<file path="config.mk">
export PLATFORM = sky130hd
export DESIGN_NAME = mulPipe
export DESIGN_NICKNAME = d
export VERILOG_FILES = /design/src/source/mulPipePkg.sv /design/src/source/cpaStage.sv /design/src/source/csaStage.sv /design/src/source/mulPipe.sv /design/src/source/ppGenStage.sv
export VERILOG_INCLUDE_DIRS = /design/src /design/src/include
export SDC_FILE = /design/constraint.sdc
export NUM_CORES = 1
export LEC_CHECK = 0
export BUFFER_PORTS_ARGS = -buffer_cell sky130_fd_sc_hd__buf_2
export CAP_MARGIN = 25
export CORE_UTILIZATION = 30
export DETAILED_ROUTE_END_ITERATION = 10
export PLACE_DENSITY = 0.46
export REMOVE_ABC_BUFFERS = 1
export SYNTH_ARGS = -nofsm -noshare
export SYNTH_HDL_FRONTEND = slang
export SYNTH_SLANG_ARGS = --single-unit
</file>
<file path="constraint.sdc">
create_clock -name clk -period 4.1 [get_ports clk]
set_input_delay 0.41 -clock clk [delete_from_list [all_inputs] [get_ports clk]]
set_output_delay 0.41 -clock clk [all_outputs]
set_load 0.01 [all_outputs]
</file>
<file path="src/include/mulPipe_settings.svh">
`ifndef MULPIPE_SETTINGS_SVH
`define MULPIPE_SETTINGS_SVH

// operand widths, X must not be wider than Y
`define MUL_WIDTH_X 8
`define MUL_WIDTH_Y 8
`define MUL_WIDTH_P (`MUL_WIDTH_X + `MUL_WIDTH_Y) // full product

// one row per multiplier bit plus two rows of correction constants
`define MUL_ROWS (`MUL_WIDTH_X + 2)

`define MUL_LATENCY 3 // ppGen, csa, cpa

`endif

</file>
<file path="src/source/mulPipePkg.sv">
`default_nettype none

`include "mulPipe_settings.svh"

package mulPipePkg;

	typedef logic [`MUL_WIDTH_X-1:0] operandX_t; // multiplier, two's complement
	typedef logic [`MUL_WIDTH_Y-1:0] operandY_t; // multiplicand, two's complement
	typedef logic [`MUL_WIDTH_P-1:0] product_t;  // signed product, also row width

	// partial-product rows out of stage 1
	typedef struct packed {
		product_t [`MUL_ROWS-1:0] row; // each row already at its bit weight
	} ppRows_t;

	// redundant form out of stage 2
	typedef struct packed {
		product_t sum;   // column sums
		product_t carry; // column carries, already moved up one place
	} csVec_t;

endpackage

`default_nettype wire

</file>
<file path="src/source/cpaStage.sv">
`default_nettype none

`include "mulPipe_settings.svh"

module cpaStage (
	input  logic                 clk,
	input  logic                 rstN,
	input  logic                 csValid,  // strobe from stage 2
	input  mulPipePkg::csVec_t   csVec,
	output mulPipePkg::product_t product,  // registered final product
	output logic                 outValid
);

	localparam int prefixLevels = $clog2(`MUL_WIDTH_P); // Sklansky depth

	// generate and propagate, level 0 is the raw input
	logic [prefixLevels:0][`MUL_WIDTH_P-1:0] gLvl;
	logic [prefixLevels:0][`MUL_WIDTH_P-1:0] pLvl;
	mulPipePkg::product_t halfSum; // a xor b
	mulPipePkg::product_t sumNext;

	assign gLvl[0] = csVec.sum & csVec.carry;
	assign pLvl[0] = csVec.sum | csVec.carry; // or-propagate is enough for carries
	assign halfSum = ~gLvl[0] & pLvl[0];

	// Sklansky tree, each level doubles the span of every group
	for (genvar l = 1; l <= prefixLevels; l++) begin : level
		for (genvar k = 0; k < 2**(prefixLevels-l); k++) begin : group
			localparam int base  = k * 2**l;
			localparam int pivot = base + 2**(l-1) - 1; // top of lower half
			for (genvar i = 0; i < 2**(l-1); i++) begin : node
				localparam int lo = base + i;
				localparam int hi = base + 2**(l-1) + i;
				// lower half passes through
				if (lo < `MUL_WIDTH_P) begin : white
					assign gLvl[l][lo] = gLvl[l-1][lo];
					assign pLvl[l][lo] = pLvl[l-1][lo];
				end
				// upper half merges with the pivot's group
				if (hi < `MUL_WIDTH_P) begin : black
					assign gLvl[l][hi] = gLvl[l-1][hi] | (pLvl[l-1][hi] & gLvl[l-1][pivot]);
					assign pLvl[l][hi] = pLvl[l-1][hi] & pLvl[l-1][pivot];
				end
			end
		end
	end

	// carry into bit i is the prefix generate of bit i-1
	assign sumNext = halfSum ^ {gLvl[prefixLevels][`MUL_WIDTH_P-2:0], 1'b0};

	always_ff @(posedge clk or negedge rstN) begin
		if (!rstN) begin
			product  <= '0;
			outValid <= 1'b0;
		end else begin
			outValid <= csValid;
			if (csValid) begin
				product <= sumNext; // carry out of msb is dropped
			end
		end
	end

endmodule

`default_nettype wire

</file>
<file path="src/source/csaStage.sv">
`default_nettype none

`include "mulPipe_settings.svh"

module csaStage (
	input  logic                clk,
	input  logic                rstN,
	input  logic                ppValid, // strobe from stage 1
	input  mulPipePkg::ppRows_t ppRows,
	output mulPipePkg::csVec_t  csVec,   // registered sum and carry
	output logic                csValid
);

	// carries between neighbouring column compressors
	logic [`MUL_WIDTH_P-1:0][`MUL_ROWS-4:0] midCarry;
	mulPipePkg::product_t sumNext;   // one sum bit per column
	mulPipePkg::product_t carryRaw;  // column carries, not yet shifted
	mulPipePkg::csVec_t   csNext;

	assign midCarry[0] = '0; // nothing below bit 0

	// one (ROWS,2) tree compressor per bit weight
	for (genvar i = 0; i < `MUL_WIDTH_P; i++) begin : column
		// bit queue, inputs first, FA sums and incoming carries appended
		logic [3*`MUL_ROWS-6:0] fTree;
		logic [`MUL_ROWS-3:0]   cOut; // FA carries, all go one column up

		// regroup, bit i of every row lands in this column
		for (genvar k = 0; k < `MUL_ROWS; k++) begin : gather
			assign fTree[k] = ppRows.row[k][i];
		end

		for (genvar j = 0; j < `MUL_ROWS-2; j++) begin : fa
			// full adder eats three queue entries
			assign fTree[`MUL_ROWS+2*j] = fTree[3*j] ^ fTree[3*j+1] ^ fTree[3*j+2];
			assign cOut[j] = (fTree[3*j] & fTree[3*j+1])
				| (fTree[3*j+2] & (fTree[3*j] ^ fTree[3*j+1]));
			// carry from the column below joins the queue behind the sum
			if (j < `MUL_ROWS-3) begin : takeCarry
				assign fTree[`MUL_ROWS+2*j+1] = midCarry[i][j];
			end
		end

		// pass intermediate carries upward, dropped past the top column
		if (i < `MUL_WIDTH_P-1) begin : fwdCarry
			assign midCarry[i+1] = cOut[`MUL_ROWS-4:0];
		end

		assign sumNext[i]  = fTree[3*`MUL_ROWS-6]; // last FA sum
		assign carryRaw[i] = cOut[`MUL_ROWS-3];    // last FA carry
	end

	// carry vector weighted one place up, top carry falls off mod 2^P
	assign csNext.sum   = sumNext;
	assign csNext.carry = {carryRaw[`MUL_WIDTH_P-2:0], 1'b0};

	always_ff @(posedge clk or negedge rstN) begin
		if (!rstN) begin
			csVec   <= '0;
			csValid <= 1'b0;
		end else begin
			csValid <= ppValid;
			if (ppValid) begin
				csVec <= csNext; // hold otherwise
			end
		end
	end

endmodule

`default_nettype wire

</file>
<file path="src/source/mulPipe.sv">
`default_nettype none

module mulPipe (
	input  logic                  clk,
	input  logic                  rstN,
	input  logic                  inValid,  // one pair per cycle at most
	input  mulPipePkg::operandX_t x,
	input  mulPipePkg::operandY_t y,
	output mulPipePkg::product_t  product,  // x*y, three cycles later
	output logic                  outValid
);

	mulPipePkg::ppRows_t ppRows;  // stage 1 to 2
	logic                ppValid;
	mulPipePkg::csVec_t  csVec;   // stage 2 to 3
	logic                csValid;

	// partial products
	ppGenStage ppGen (
		.clk     (clk),
		.rstN    (rstN),
		.inValid (inValid),
		.x       (x),
		.y       (y),
		.ppRows  (ppRows),
		.ppValid (ppValid)
	);

	// carry-save reduction
	csaStage csa (
		.clk     (clk),
		.rstN    (rstN),
		.ppValid (ppValid),
		.ppRows  (ppRows),
		.csVec   (csVec),
		.csValid (csValid)
	);

	// final prefix adder
	cpaStage cpa (
		.clk      (clk),
		.rstN     (rstN),
		.csValid  (csValid),
		.csVec    (csVec),
		.product  (product),
		.outValid (outValid)
	);

endmodule

`default_nettype wire

</file>
<file path="src/source/ppGenStage.sv">
`default_nettype none

`include "mulPipe_settings.svh"

module ppGenStage (
	input  logic                  clk,
	input  logic                  rstN,
	input  logic                  inValid, // operand strobe
	input  mulPipePkg::operandX_t x,       // multiplier
	input  mulPipePkg::operandY_t y,       // multiplicand
	output mulPipePkg::ppRows_t   ppRows,  // registered rows
	output logic                  ppValid
);

	mulPipePkg::ppRows_t ppNext; // rows before the register

	// Baugh-Wooley rows, all summed unsigned give x*y mod 2^P
	always_comb begin
		ppNext = '0;

		// plain rows, the one sign bit term of each is inverted
		for (int i = 0; i < `MUL_WIDTH_X-1; i++) begin
			for (int k = 0; k < `MUL_WIDTH_Y-1; k++) begin
				ppNext.row[i][i+k] = x[i] & y[k]; // magnitude x magnitude
			end
			ppNext.row[i][i+`MUL_WIDTH_Y-1] = ~x[i] & y[`MUL_WIDTH_Y-1];
		end

		// sign row of x, again one sign bit per term
		for (int k = 0; k < `MUL_WIDTH_Y-1; k++) begin
			ppNext.row[`MUL_WIDTH_X-1][`MUL_WIDTH_X-1+k] = x[`MUL_WIDTH_X-1] & ~y[k];
		end
		// two sign bits, so the term stays positive
		ppNext.row[`MUL_WIDTH_X-1][`MUL_WIDTH_P-2] = x[`MUL_WIDTH_X-1] & y[`MUL_WIDTH_Y-1];

		// correction constants of x's sign
		ppNext.row[`MUL_WIDTH_X][`MUL_WIDTH_P-2]   = ~x[`MUL_WIDTH_X-1];
		ppNext.row[`MUL_WIDTH_X][`MUL_WIDTH_X-1]   = x[`MUL_WIDTH_X-1];

		// correction constants of y's sign, plus the -2^(P-1) wrap bit
		ppNext.row[`MUL_WIDTH_X+1][`MUL_WIDTH_P-1] = 1'b1;
		ppNext.row[`MUL_WIDTH_X+1][`MUL_WIDTH_P-2] = ~y[`MUL_WIDTH_Y-1];
		ppNext.row[`MUL_WIDTH_X+1][`MUL_WIDTH_Y-1] = y[`MUL_WIDTH_Y-1];
	end

	// stage register, data only moves with a valid pair
	always_ff @(posedge clk or negedge rstN) begin
		if (!rstN) begin
			ppRows  <= '0;
			ppValid <= 1'b0;
		end else begin
			ppValid <= inValid; // gaps pass through unchanged
			if (inValid) begin
				ppRows <= ppNext;
			end
		end
	end

endmodule

`default_nettype wire

</file>
Yosys cells after proc, flatten, opt, wreduce, memory -nomap -nowiden
Index checks and enable logic that the tools add are counted.
{ "totals": {"regBits": 115, "input_bits": 19, "out_inout_bits": 17, "word_cells": 435} }
{ "classes": {"bitwise": 419} }
{ "ops": {"columns": ["cell", "n"], "rows": [
  ["$and 1x1->1", 217],
  ["$xor 1x1->1", 114],
  ["$or 1x1->1", 67],
  ["$and 16x16->16", 2],
  ["$not 1->1", 16],
  ["$not 16->16", 1],
  ["$or 16x16->16", 1],
  ["$xor 16x16->16", 1]
]} }

Logic depth before layout (Yosys ltp)
Gate-level depths: netlist (run 1).
{ "logic_depth": {"depth_word": 11, "ltp_mapped": 11} }

Modules after synthesis
From an unflattened synthesis (run 1), not the netlist that was laid out.
{ "unflattened": {"hier_cells": 894, "hier_area_um2": 9334.0} }
{ "by_module_without_submodules": {"columns": ["mod", "instances", "cells_per_inst", "area_each_um2", "seq_area_each_um2"], "rows": [
  ["csaStage", 1, 336, 4132.7, 775.7],
  ["ppGenStage", 1, 382, 3560.9, 1751.7],
  ["cpaStage", 1, 176, 1640.3, 425.4]
]} }

Worst setup path after synthesis (run 1)
OpenSTA, ideal clock, no wires.
{ "synth_timing": {"path_kind": "register -> register", "from": "register, netlist name ppGen.ppRows[7]", "to": "register, netlist name csa.csVec[24]", "setup_time_ns": 0.130, "arrival_time_ns": 2.882, "slack_ns": 1.088, "stages_incl_launch_ff": 10, "path_cell_list": "dfrtp_1 > fa_1 > inv_1 > fa_1 > fa_1 > fa_1 > inv_1 > fa_1 > nand2_1 > o21ai_0"} }
{ "synth_via": {"elab_chain_len": 9, "word_cells_on_any_way": 20, "cone_classes": "20 x bitwise"} }
{ "synth_rtl": {"columns": ["item", "line_no", "source"], "rows": [
  ["$xor 1x1->1", "csaStage.sv:35, csaStage.sv:37", null],
  ["$and 1x1->1 / $xor 1x1->1 (equally long branches)", "csaStage.sv:37, csaStage.sv:35", null],
  ["$or 1x1->1 / $xor 1x1->1 (equally long branches)", "csaStage.sv:37, csaStage.sv:35", null],
  ["$xor 1x1->1 / $and 1x1->1 (equally long branches)", "csaStage.sv:35, csaStage.sv:37", null],
  ["$xor 1x1->1 / $or 1x1->1 (equally long branches)", "csaStage.sv:35, csaStage.sv:37", null],
  ["$xor 1x1->1 (3 in a row)", "csaStage.sv:35", "assign fTree[`MUL_ROWS+2*j] = fTree[3*j] ^ fTree[3*j+1] ^ fTree[3*j+2];"],
  ["$xor 1x1->1 *", "csaStage.sv:35", null],
  ["net csa.column[8].fTree[24]", "csaStage.sv:25", "logic [3*`MUL_ROWS-6:0] fTree;"]
]} }
Mark *: on every way through the listed nets, which the timed path passes. The rest lies on a longest branch.
A chain may end at the register's enable or synchronous reset.

Final worst setup path (run 1)
{ "layout_timing": {"from": "register, netlist name ppGen.ppRows[7]", "to": "register, netlist name csa.csVec[24]"} }
{ "layout_via": {"elab_chain_len": 9, "word_cells_on_any_way": 20, "cone_classes": "20 x bitwise"} }
{ "layout_rtl": {"columns": ["item", "line_no"], "rows": [
  ["$xor 1x1->1", "csaStage.sv:35, csaStage.sv:37"],
  ["$and 1x1->1 / $xor 1x1->1 (equally long branches)", "csaStage.sv:37, csaStage.sv:35"],
  ["$or 1x1->1 / $xor 1x1->1 (equally long branches)", "csaStage.sv:37, csaStage.sv:35"],
  ["$xor 1x1->1 / $and 1x1->1 (equally long branches)", "csaStage.sv:35, csaStage.sv:37"],
  ["$xor 1x1->1 / $or 1x1->1 (equally long branches)", "csaStage.sv:35, csaStage.sv:37"],
  ["$xor 1x1->1 (3 in a row)", "csaStage.sv:35"],
  ["$xor 1x1->1 *", "csaStage.sv:35"],
  ["net csa.column[8].fTree[24]", "csaStage.sv:25"]
]} }
Marks and branches as above.

==> metrics.txt, run 1 <==
slowest CP cell fa_1; via/cell ratio 4.354; Startpoint Class flop; Crit. End Element flop; Critical Path RT between 4 and 5 ns; Die X between 100 and 150 um; max cap viols 0; register area share after synthesis 0.4417; Initial Util 0.3080; critical path class flop to flop; I/O pins 36; number of flops mapped to enable cells by yosys 0; Synth area leaders dfrtp_1 (44%), fa_1 (13%), ha_1 (10%), inv_1 (8.3%), o21ai_0 (6.5%); Worst Tran Pin Value 0.8680 ns; Worst path most repeated cell fa_1; Fin Setup TNS 0 ns; Clock Skew around 0.0044 ns; internal power 3.096 mW; PortBufs 35; RSZ-0062 raised after global routing no; Peak VDD IR 243.7 uV; syn_area_per_cell about 10 sq um; Post-synth ARST share 1.000; Fin Hold WS approximately 0.092 ns; # fillers 2,033; vias in the first global route around 4,200; DP Area just under 7000 sq um; Sw Share 0.2952; Max Slew Vio Count 0; drc violations 0; routed len/inst 13.55 um; Final #Nets 765; TritonCTS clock tree done; Seq pwr share 0.337; n_diodes 0; post-synth top area cell dfrtp_1; status complete, no violations; total clock sinks 115; most common cell after layout, fill and taps aside inv_1; Worst Hold Class input pin to async pin; Slew headroom 0.4213; Final Cycle Share 0.7575; CP bufs+invs 2; post-layout util 0.3603; Worst EP arrival about 3.4 ns; CTS H-Tree Depth 4; count of final hold-check violations 0; GRT Util Overall 0.1258; Root Driver clkbuf_16; CTS clk-pin slew, worst paths 0.05 ns; vias post-DR ~4,100; Post-CTS Hold Buffers 0; Pre-antenna DRT Iters 5; number of antenna violations at the first check in global routing 0; crit path cell chain fa_1 > inv_1 > fa_1 > fa_1 > fa_1 > inv_1 > fa_1 > nand2_1 > o21ai_0; WL final 12,750 um; die area roughly 22,000 sq um; pwr dens a little under 600 nW/um^2; first-pass GRT wire length approximately 21,000 um; DRT iter0 DRCs about 220; Std-Cell Rows between 50 and 60; setup bufs post-CTS 0; Post-Syn Area 6515 sq um; minimum clock period roughly 3.1 ns; TritonCTS Buffers 17; DRT antenna net count 0; most frequent cells in the layout inv_1 (144), dfrtp_1 (115), o21ai_0 (85); Cell variety after synth 38; Synth Warn # 0; final instance area 7621 sq um; P_leak 3.678 nW; Detail Placement HPWL ~9000 um; CP top delay family adder cells; largest net degree at the start of global routing around 120; final RePlAce weighted congestion about 0.71; gr ovfl total 0; Synth Instances 632; FF+latch count, synth between 100 and 150; Sw Pwr ~1.3 mW; Worst-Skew Late Latency about 0.41 ns; die height ~150 um; Comb power frac 0.274; # resized after CTS 0; top_reg_cell synth dfrtp_1; Max clock buf depth 2; layout cells sized above 1 0.1456; part of the power in the clock network 0.389; CP max stage delay about 0.54 ns; worst-path maximum fanout 2; Syn-to-layout area delta 16.98%; f_max approximately 320 MHz; Core Box Area 21,150 sq um; final setup vio count 0; top-area cell type share of the netlist area 0.4417
-- kinds of logic after synthesis --
kind of cell / share of synthesized area
compound gates: 0.09295
xor+xnor: 0.01076
fa+ha+maj: 0.2258
buf+inv: 0.1058
flops: 0.4417
mux: 0.03246
simple gates: 0.09045
-- cell usage after synthesis, types with 2 or more instances --
| cell type | count |
|---|---|
| inv_1 | 144 |
| nor2_1 | 5 |
| nor2b_1 | 2 |
| a21oi_1 | 7 |
| o21bai_1 | 2 |
| o21ai_0 | 85 |
| mux2i_1 | 2 |
| clkbuf_1 | 25 |
| fa_1 | 41 |
| o21a_1 | 2 |
| mux2_2 | 17 |
| nand2b_1 | 2 |
| buf_2 | 5 |
| nand3b_1 | 14 |
| nor3_1 | 3 |
| nand3_1 | 52 |
| buf_1 | 7 |
| xnor2_1 | 7 |
| ha_1 | 52 |
| dfrtp_1 | 115 |
| nand2_1 | 26 |
-- cell type report --
class,instances,area (sq um),area share
tap,275,344.1,0.04515
multi-input combinational,335,2948,0.3868
clock buffer,22,484.2,0.06354
clock inverter,10,200.2,0.02627
sequential,115,2878,0.3776
inverter,145,544.3,0.07142
timing repair buffer,39,222.7,0.02922
-- registers in the layout (all words and copies together), names as in the netlist --
signal	count
cpa.product	16
csa.csValid	1
ppGen.ppRows	69
ppGen.ppValid	1
csa.csVec	27
cpa.outValid	1
-- per-layer routing --
layer  track usage  vias up  share of wire  wire [um]
met3       0.02936       17          0.040        508
met2        0.1852       70           0.44       5638
met4       0.05663        0          0.018        227
met1        0.1747     1979           0.50       6379
li1              -     2031              -          -
met5             0        -              0          0
-- worst reg2reg max path, cell delays in order (launching register included) --
cell,delay (ns)
dfrtp_1,0.40
fa_1,0.54
inv_1,0.05
fa_1,0.40
fa_1,0.46
fa_1,0.50
inv_1,0.05
fa_1,0.44
nand2_1,0.07
o21ai_0,0.07
-- through the flow --
stage,instances,worst slack (ns),total power [mW]
after global placement,909,1.037,2.710
after CTS,941,0.9646,4.483
final,941,0.9942,4.393
after floorplan,595,1.037,2.350
after global routing,941,0.8636,4.740
after detailed placement,909,0.9637,2.736
-- power by group through the flow --
stage / combinational [mW] / clock [mW] / sequential, mW
2_1_floorplan: 0.832 / 0 / 1.52
3_3_place_gp: 1.21 / 0 / 1.50
3_5_place_dp: 1.23 / 0 / 1.50
4_1_cts: 1.24 / 1.75 / 1.49
5_1_grt: 1.42 / 1.81 / 1.51
6_report: 1.20 / 1.71 / 1.48
-- path summary, 6_finish.rpt --
path	startpoint	to	slack (ns)	cells after the start
min in group clk	y[0]	ppGen.ppRows[17]$_DFFE_PN0P_	0.35	3
setup reg to reg	ppGen.ppRows[7]$_DFFE_PN0P_	csa.csVec[24]$_DFFE_PN0P_	0.99	9
hold / removal	rstN	ppGen.ppRows[91]$_DFFE_PN0P_	0.09	2
max in group asynchronous	rstN	csa.csVec[19]$_DFFE_PN0P_	3.53	2
setup / recovery	ppGen.ppRows[7]$_DFFE_PN0P_	csa.csVec[24]$_DFFE_PN0P_	0.99	9
hold reg to reg	cpa.product[11]$_DFFE_PN0P_	cpa.product[11]$_DFFE_PN0P_	0.48	2
No activity file was read; power rests on OpenSTA's default activity.
==> run 2, diff against run 1 <==
ABC_AREA = 1   (was unset)
clock period = 3 ns   (was 4.1 ns; I/O delays follow)
==> metrics.txt, run 2 <==
drc violations 0 (unchanged); FF+latch count, synth 115 (unchanged); total clock sinks 115 (unchanged); Max clock buf depth 2 (unchanged); Critical Path RT 3.34 ns (was 4.39 ns); failing checks negative setup slack; number of antenna violations at the first check in global routing 0 (unchanged); placed cell count 920 (was 909); first-pass GRT wire length 22,020 um (was 21,430 um); Peak VDD IR 239.6 uV (was 243.7 uV); Crit. End Element flop (unchanged); register area share after synthesis 0.4629 (was 0.4417); most frequent cells in the layout nand2_1 (134), dfrtp_1 (115), inv_1 (113) (was inv_1 (144), dfrtp_1 (115), o21ai_0 (85)); synth cell count leaders nand2_1 (134), inv_1 (118), dfrtp_1 (115) (was inv_1 (144), dfrtp_1 (115), o21ai_0 (85)); critical path class flop to flop (unchanged); DP Area 6693 sq um (was 6937 sq um); WL final 12,890 um (was 12,750 um); die area 21,300 sq um (was 22,310 sq um); pwr dens 788.0 nW/um^2 (was 576.4 nW/um^2); Synth Instances 628 (was 632); Pre-antenna DRT Iters 4 (was 5); minimum clock period 3.089 ns (was 3.106 ns); internal power 4.006 mW (was 3.096 mW); Final #Nets 783 (was 765); part of the power in the clock network 0.386 (was 0.389); largest registers ppGen.ppRows: 69 flops, csa.csVec: 27 flops, cpa.product: 16 flops (unchanged); Worst-Skew Late Latency 0.42 ns (was 0.41 ns); Most flops, register ppGen.ppRows (unchanged); Syn-to-layout area delta 18.86% (was 16.98%); most common cell after layout, fill and taps aside nand2_1 (was inv_1); routed len/inst 13.51 um (was 13.55 um); Detail Placement HPWL 9460 um (was 8944 um); Std-Cell Rows 52 (was 53); via/cell ratio 4.295 (was 4.354); final instance area 7390 sq um (was 7621 sq um); Cell variety after synth 29 (was 38); Slew headroom 0.3918 (was 0.4213); Startpoint Class flop (unchanged); status finished, violations left (was complete, no violations); max reg flops 69 (unchanged); DRT iter0 DRCs 209 (was 221); Sw Share 0.3120 (was 0.2952); largest net degree at the start of global routing 71 (was 116); Sw Pwr 1.817 mW (was 1.297 mW); DRT antenna net count 0 (unchanged); layout cells sized above 1 0.1433 (was 0.1456); # fillers 2,070 (was 2,033); vias post-DR 4,097 (unchanged); most instantiated library cell after synthesis nand2_1 (was inv_1); final setup vio count 3 (was 0); top_reg_cell synth dfrtp_1 (unchanged); PortBufs 35 (unchanged); GRT Util Overall 0.1333 (was 0.1258); Comb power frac 0.272 (was 0.274); Final Cycle Share 1.030 (was 0.7575); n_diodes 0 (unchanged); CTS clk-pin slew, worst paths 0.06 ns (was 0.05 ns); Synth area leaders dfrtp_1 (46%), fa_1 (13%), ha_1 (10%), nand2_1 (8.1%), inv_1 (7.1%) (was dfrtp_1 (44%), fa_1 (13%), ha_1 (10%), inv_1 (8.3%), o21ai_0 (6.5%)); CTS H-Tree Depth 4 (unchanged); Max Slew Vio Count 0 (unchanged); count of final hold-check violations 0 (unchanged); syn_area_per_cell 9.900 sq um (was 10.31 sq um); vias in the first global route 4,280 (was 4,213); TritonCTS Buffers 17 (unchanged); Post-Syn Area 6217 sq um (was 6515 sq um); gr ovfl total 0 (unchanged); Clock Skew 0.006558 ns (was 0.004353 ns); Synth Warn # 0 (unchanged); Initial Util 0.3063 (was 0.3080); worst-path maximum fanout 2 (unchanged); Worst Tran Pin Value 0.9110 ns (was 0.8680 ns); Seq pwr share 0.342 (was 0.337); final non-filler cell total 954 (was 941); die height 146.0 um (was 149.4 um); Post-synth ARST share 1.000 (unchanged); Core Box Area 20,300 sq um (was 21,150 sq um); Worst Hold Class input pin to flop (was input pin to async pin); TritonCTS clock tree done (unchanged); top-area cell type share of the netlist area 0.4629 (was 0.4417); P_leak 3.729 nW (was 3.678 nW); Worst EP arrival 3.43 ns (was 3.39 ns); RSZ-0062 raised after global routing yes (was no); number of flops mapped to enable cells by yosys 0 (unchanged); Root Driver clkbuf_16 (unchanged); post-synth top area cell dfrtp_1 (unchanged); I/O pins 36 (unchanged); Die X 146.0 um (was 149.4 um); max cap viols 0 (unchanged); Worst Slack Setup Final -0.08878 ns (was 0.9942 ns); f_max 323.8 MHz (was 322.0 MHz); final RePlAce weighted congestion 0.7580 (was 0.7139)
-- run 2: changes by cell type after synthesis, moves of 7 or more --
cell	before	now
o22ai_1	0	7
mux2_2	17	3
clkbuf_1	25	7
nand3b_1	14	1
nand2_1	26	134
buf_1	7	0
inv_1	144	118
nand3_1	52	16
-- run 2: critical path, stage by stage (launching register included) --
cell and delay (ns):
dfrtp_1 0.40, fa_1 0.55, inv_2 0.04, fa_2 0.52, inv_2 0.04, ha_4 0.25, inv_2 0.03, fa_1 0.51
inv_2 0.04, fa_2 0.53, nand2_1 0.05, o21ai_1 0.06
-- run 2: per-stage QoR --
step / util / worst slack, ns / total power, mW / TNS, ns / hold WS (ns)
6_report: 0.3640 / -0.08878 / 5.823 / -0.1709 / 0.08619
5_1_grt: 0.3640 / -0.1827 / 6.270 / -0.5237 / 0.08668
4_1_cts: 0.3629 / -0.06845 / 5.876 / -0.1645 / 0.06906
3_5_place_dp: 0.3297 / -0.1188 / 3.596 / -0.3199 / 0.3558
3_3_place_gp: 0.3297 / -0.1117 / 3.553 / -0.2221 / 0.3464
2_1_floorplan: - / -0.06767 / 3.100 / -0.1025 / 0.004409
-- run 2: routing by layer --
| layer | global-route usage | part of all wire | vias up | routed length, um |
|---|---|---|---|---|
| li1 | - | - | 2033 | - |
| met1 | 0.1752 | 0.48 | 1983 | 6123 |
| met2 | 0.2112 | 0.47 | 65 | 6055 |
| met3 | 0.02947 | 0.035 | 16 | 455 |
| met4 | 0.05737 | 0.019 | 0 | 251 |
| met5 | 0 | 0 | - | 0 |
-- run 2: what timing repair did --
action | CTS | global route
hold buffers | 1 | 0
pin swaps | 1 | 6
gates resized for setup | 4 | 10
buffers inserted | 0 | 1
gates cloned | 0 | 0
endpoints found under the hold margin | 45 | 0
setup endpoints to repair | 5 | 5
-- run 2: cells by family (layout without fill, tap and decap cells) --
logic type / Yosys count / after routing / share of synthesized area
buf+inv: 138 / 194 / 0.08694
fa+ha+maj: 93 / 93 / 0.2367
mux: 3 / 3 / 0.005433
xor+xnor: 6 / 6 / 0.008454
flops: 115 / 115 / 0.4629
compound gates: 102 / 102 / 0.08694
simple gates: 171 / 171 / 0.1127
-- run 2: worst paths after layout --
kind | from | endpoint | slack, ns | depth (start not counted)
max in group asynchronous | rstN | csa.csVec[14]$_DFFE_PN0P_ | 1.76 | 3
worst max register to register | ppGen.ppRows[39]$_DFFE_PN0P_ | csa.csVec[23]$_DFFE_PN0P_ | -0.09 | 11
min in group asynchronous | rstN | cpa.product[4]$_DFFE_PN0P_ | 0.44 | 2
worst min-delay path | y[1] | ppGen.ppRows[120]$_DFFE_PN0P_ | 0.09 | 2
worst min register to register | cpa.product[8]$_DFFE_PN0P_ | cpa.product[8]$_DFFE_PN0P_ | 0.46 | 2
worst max-delay path | ppGen.ppRows[39]$_DFFE_PN0P_ | csa.csVec[23]$_DFFE_PN0P_ | -0.09 | 11
-- run 2: power by group through the flow --
stage	clock, mW	sequential [mW]	combinational (mW)
2_1_floorplan	0	2.04	1.06
3_3_place_gp	0	2.01	1.55
3_5_place_dp	0	2.02	1.57
4_1_cts	2.29	2.00	1.59
5_1_grt	2.36	2.03	1.88
6_report	2.25	1.99	1.58
-- run 2: area by class of cell --
| type | instances | area (sq um) | share of cell area |
|---|---|---|---|
| clock buffer | 19 | 452.9 | 0.06129 |
| clock inverter | 13 | 206.4 | 0.02794 |
| inverter | 120 | 450.4 | 0.06095 |
| multi-input combinational | 375 | 2819 | 0.3815 |
| sequential | 115 | 2878 | 0.3894 |
| tap | 270 | 337.8 | 0.04572 |
| timing repair buffer | 42 | 245.2 | 0.03319 |
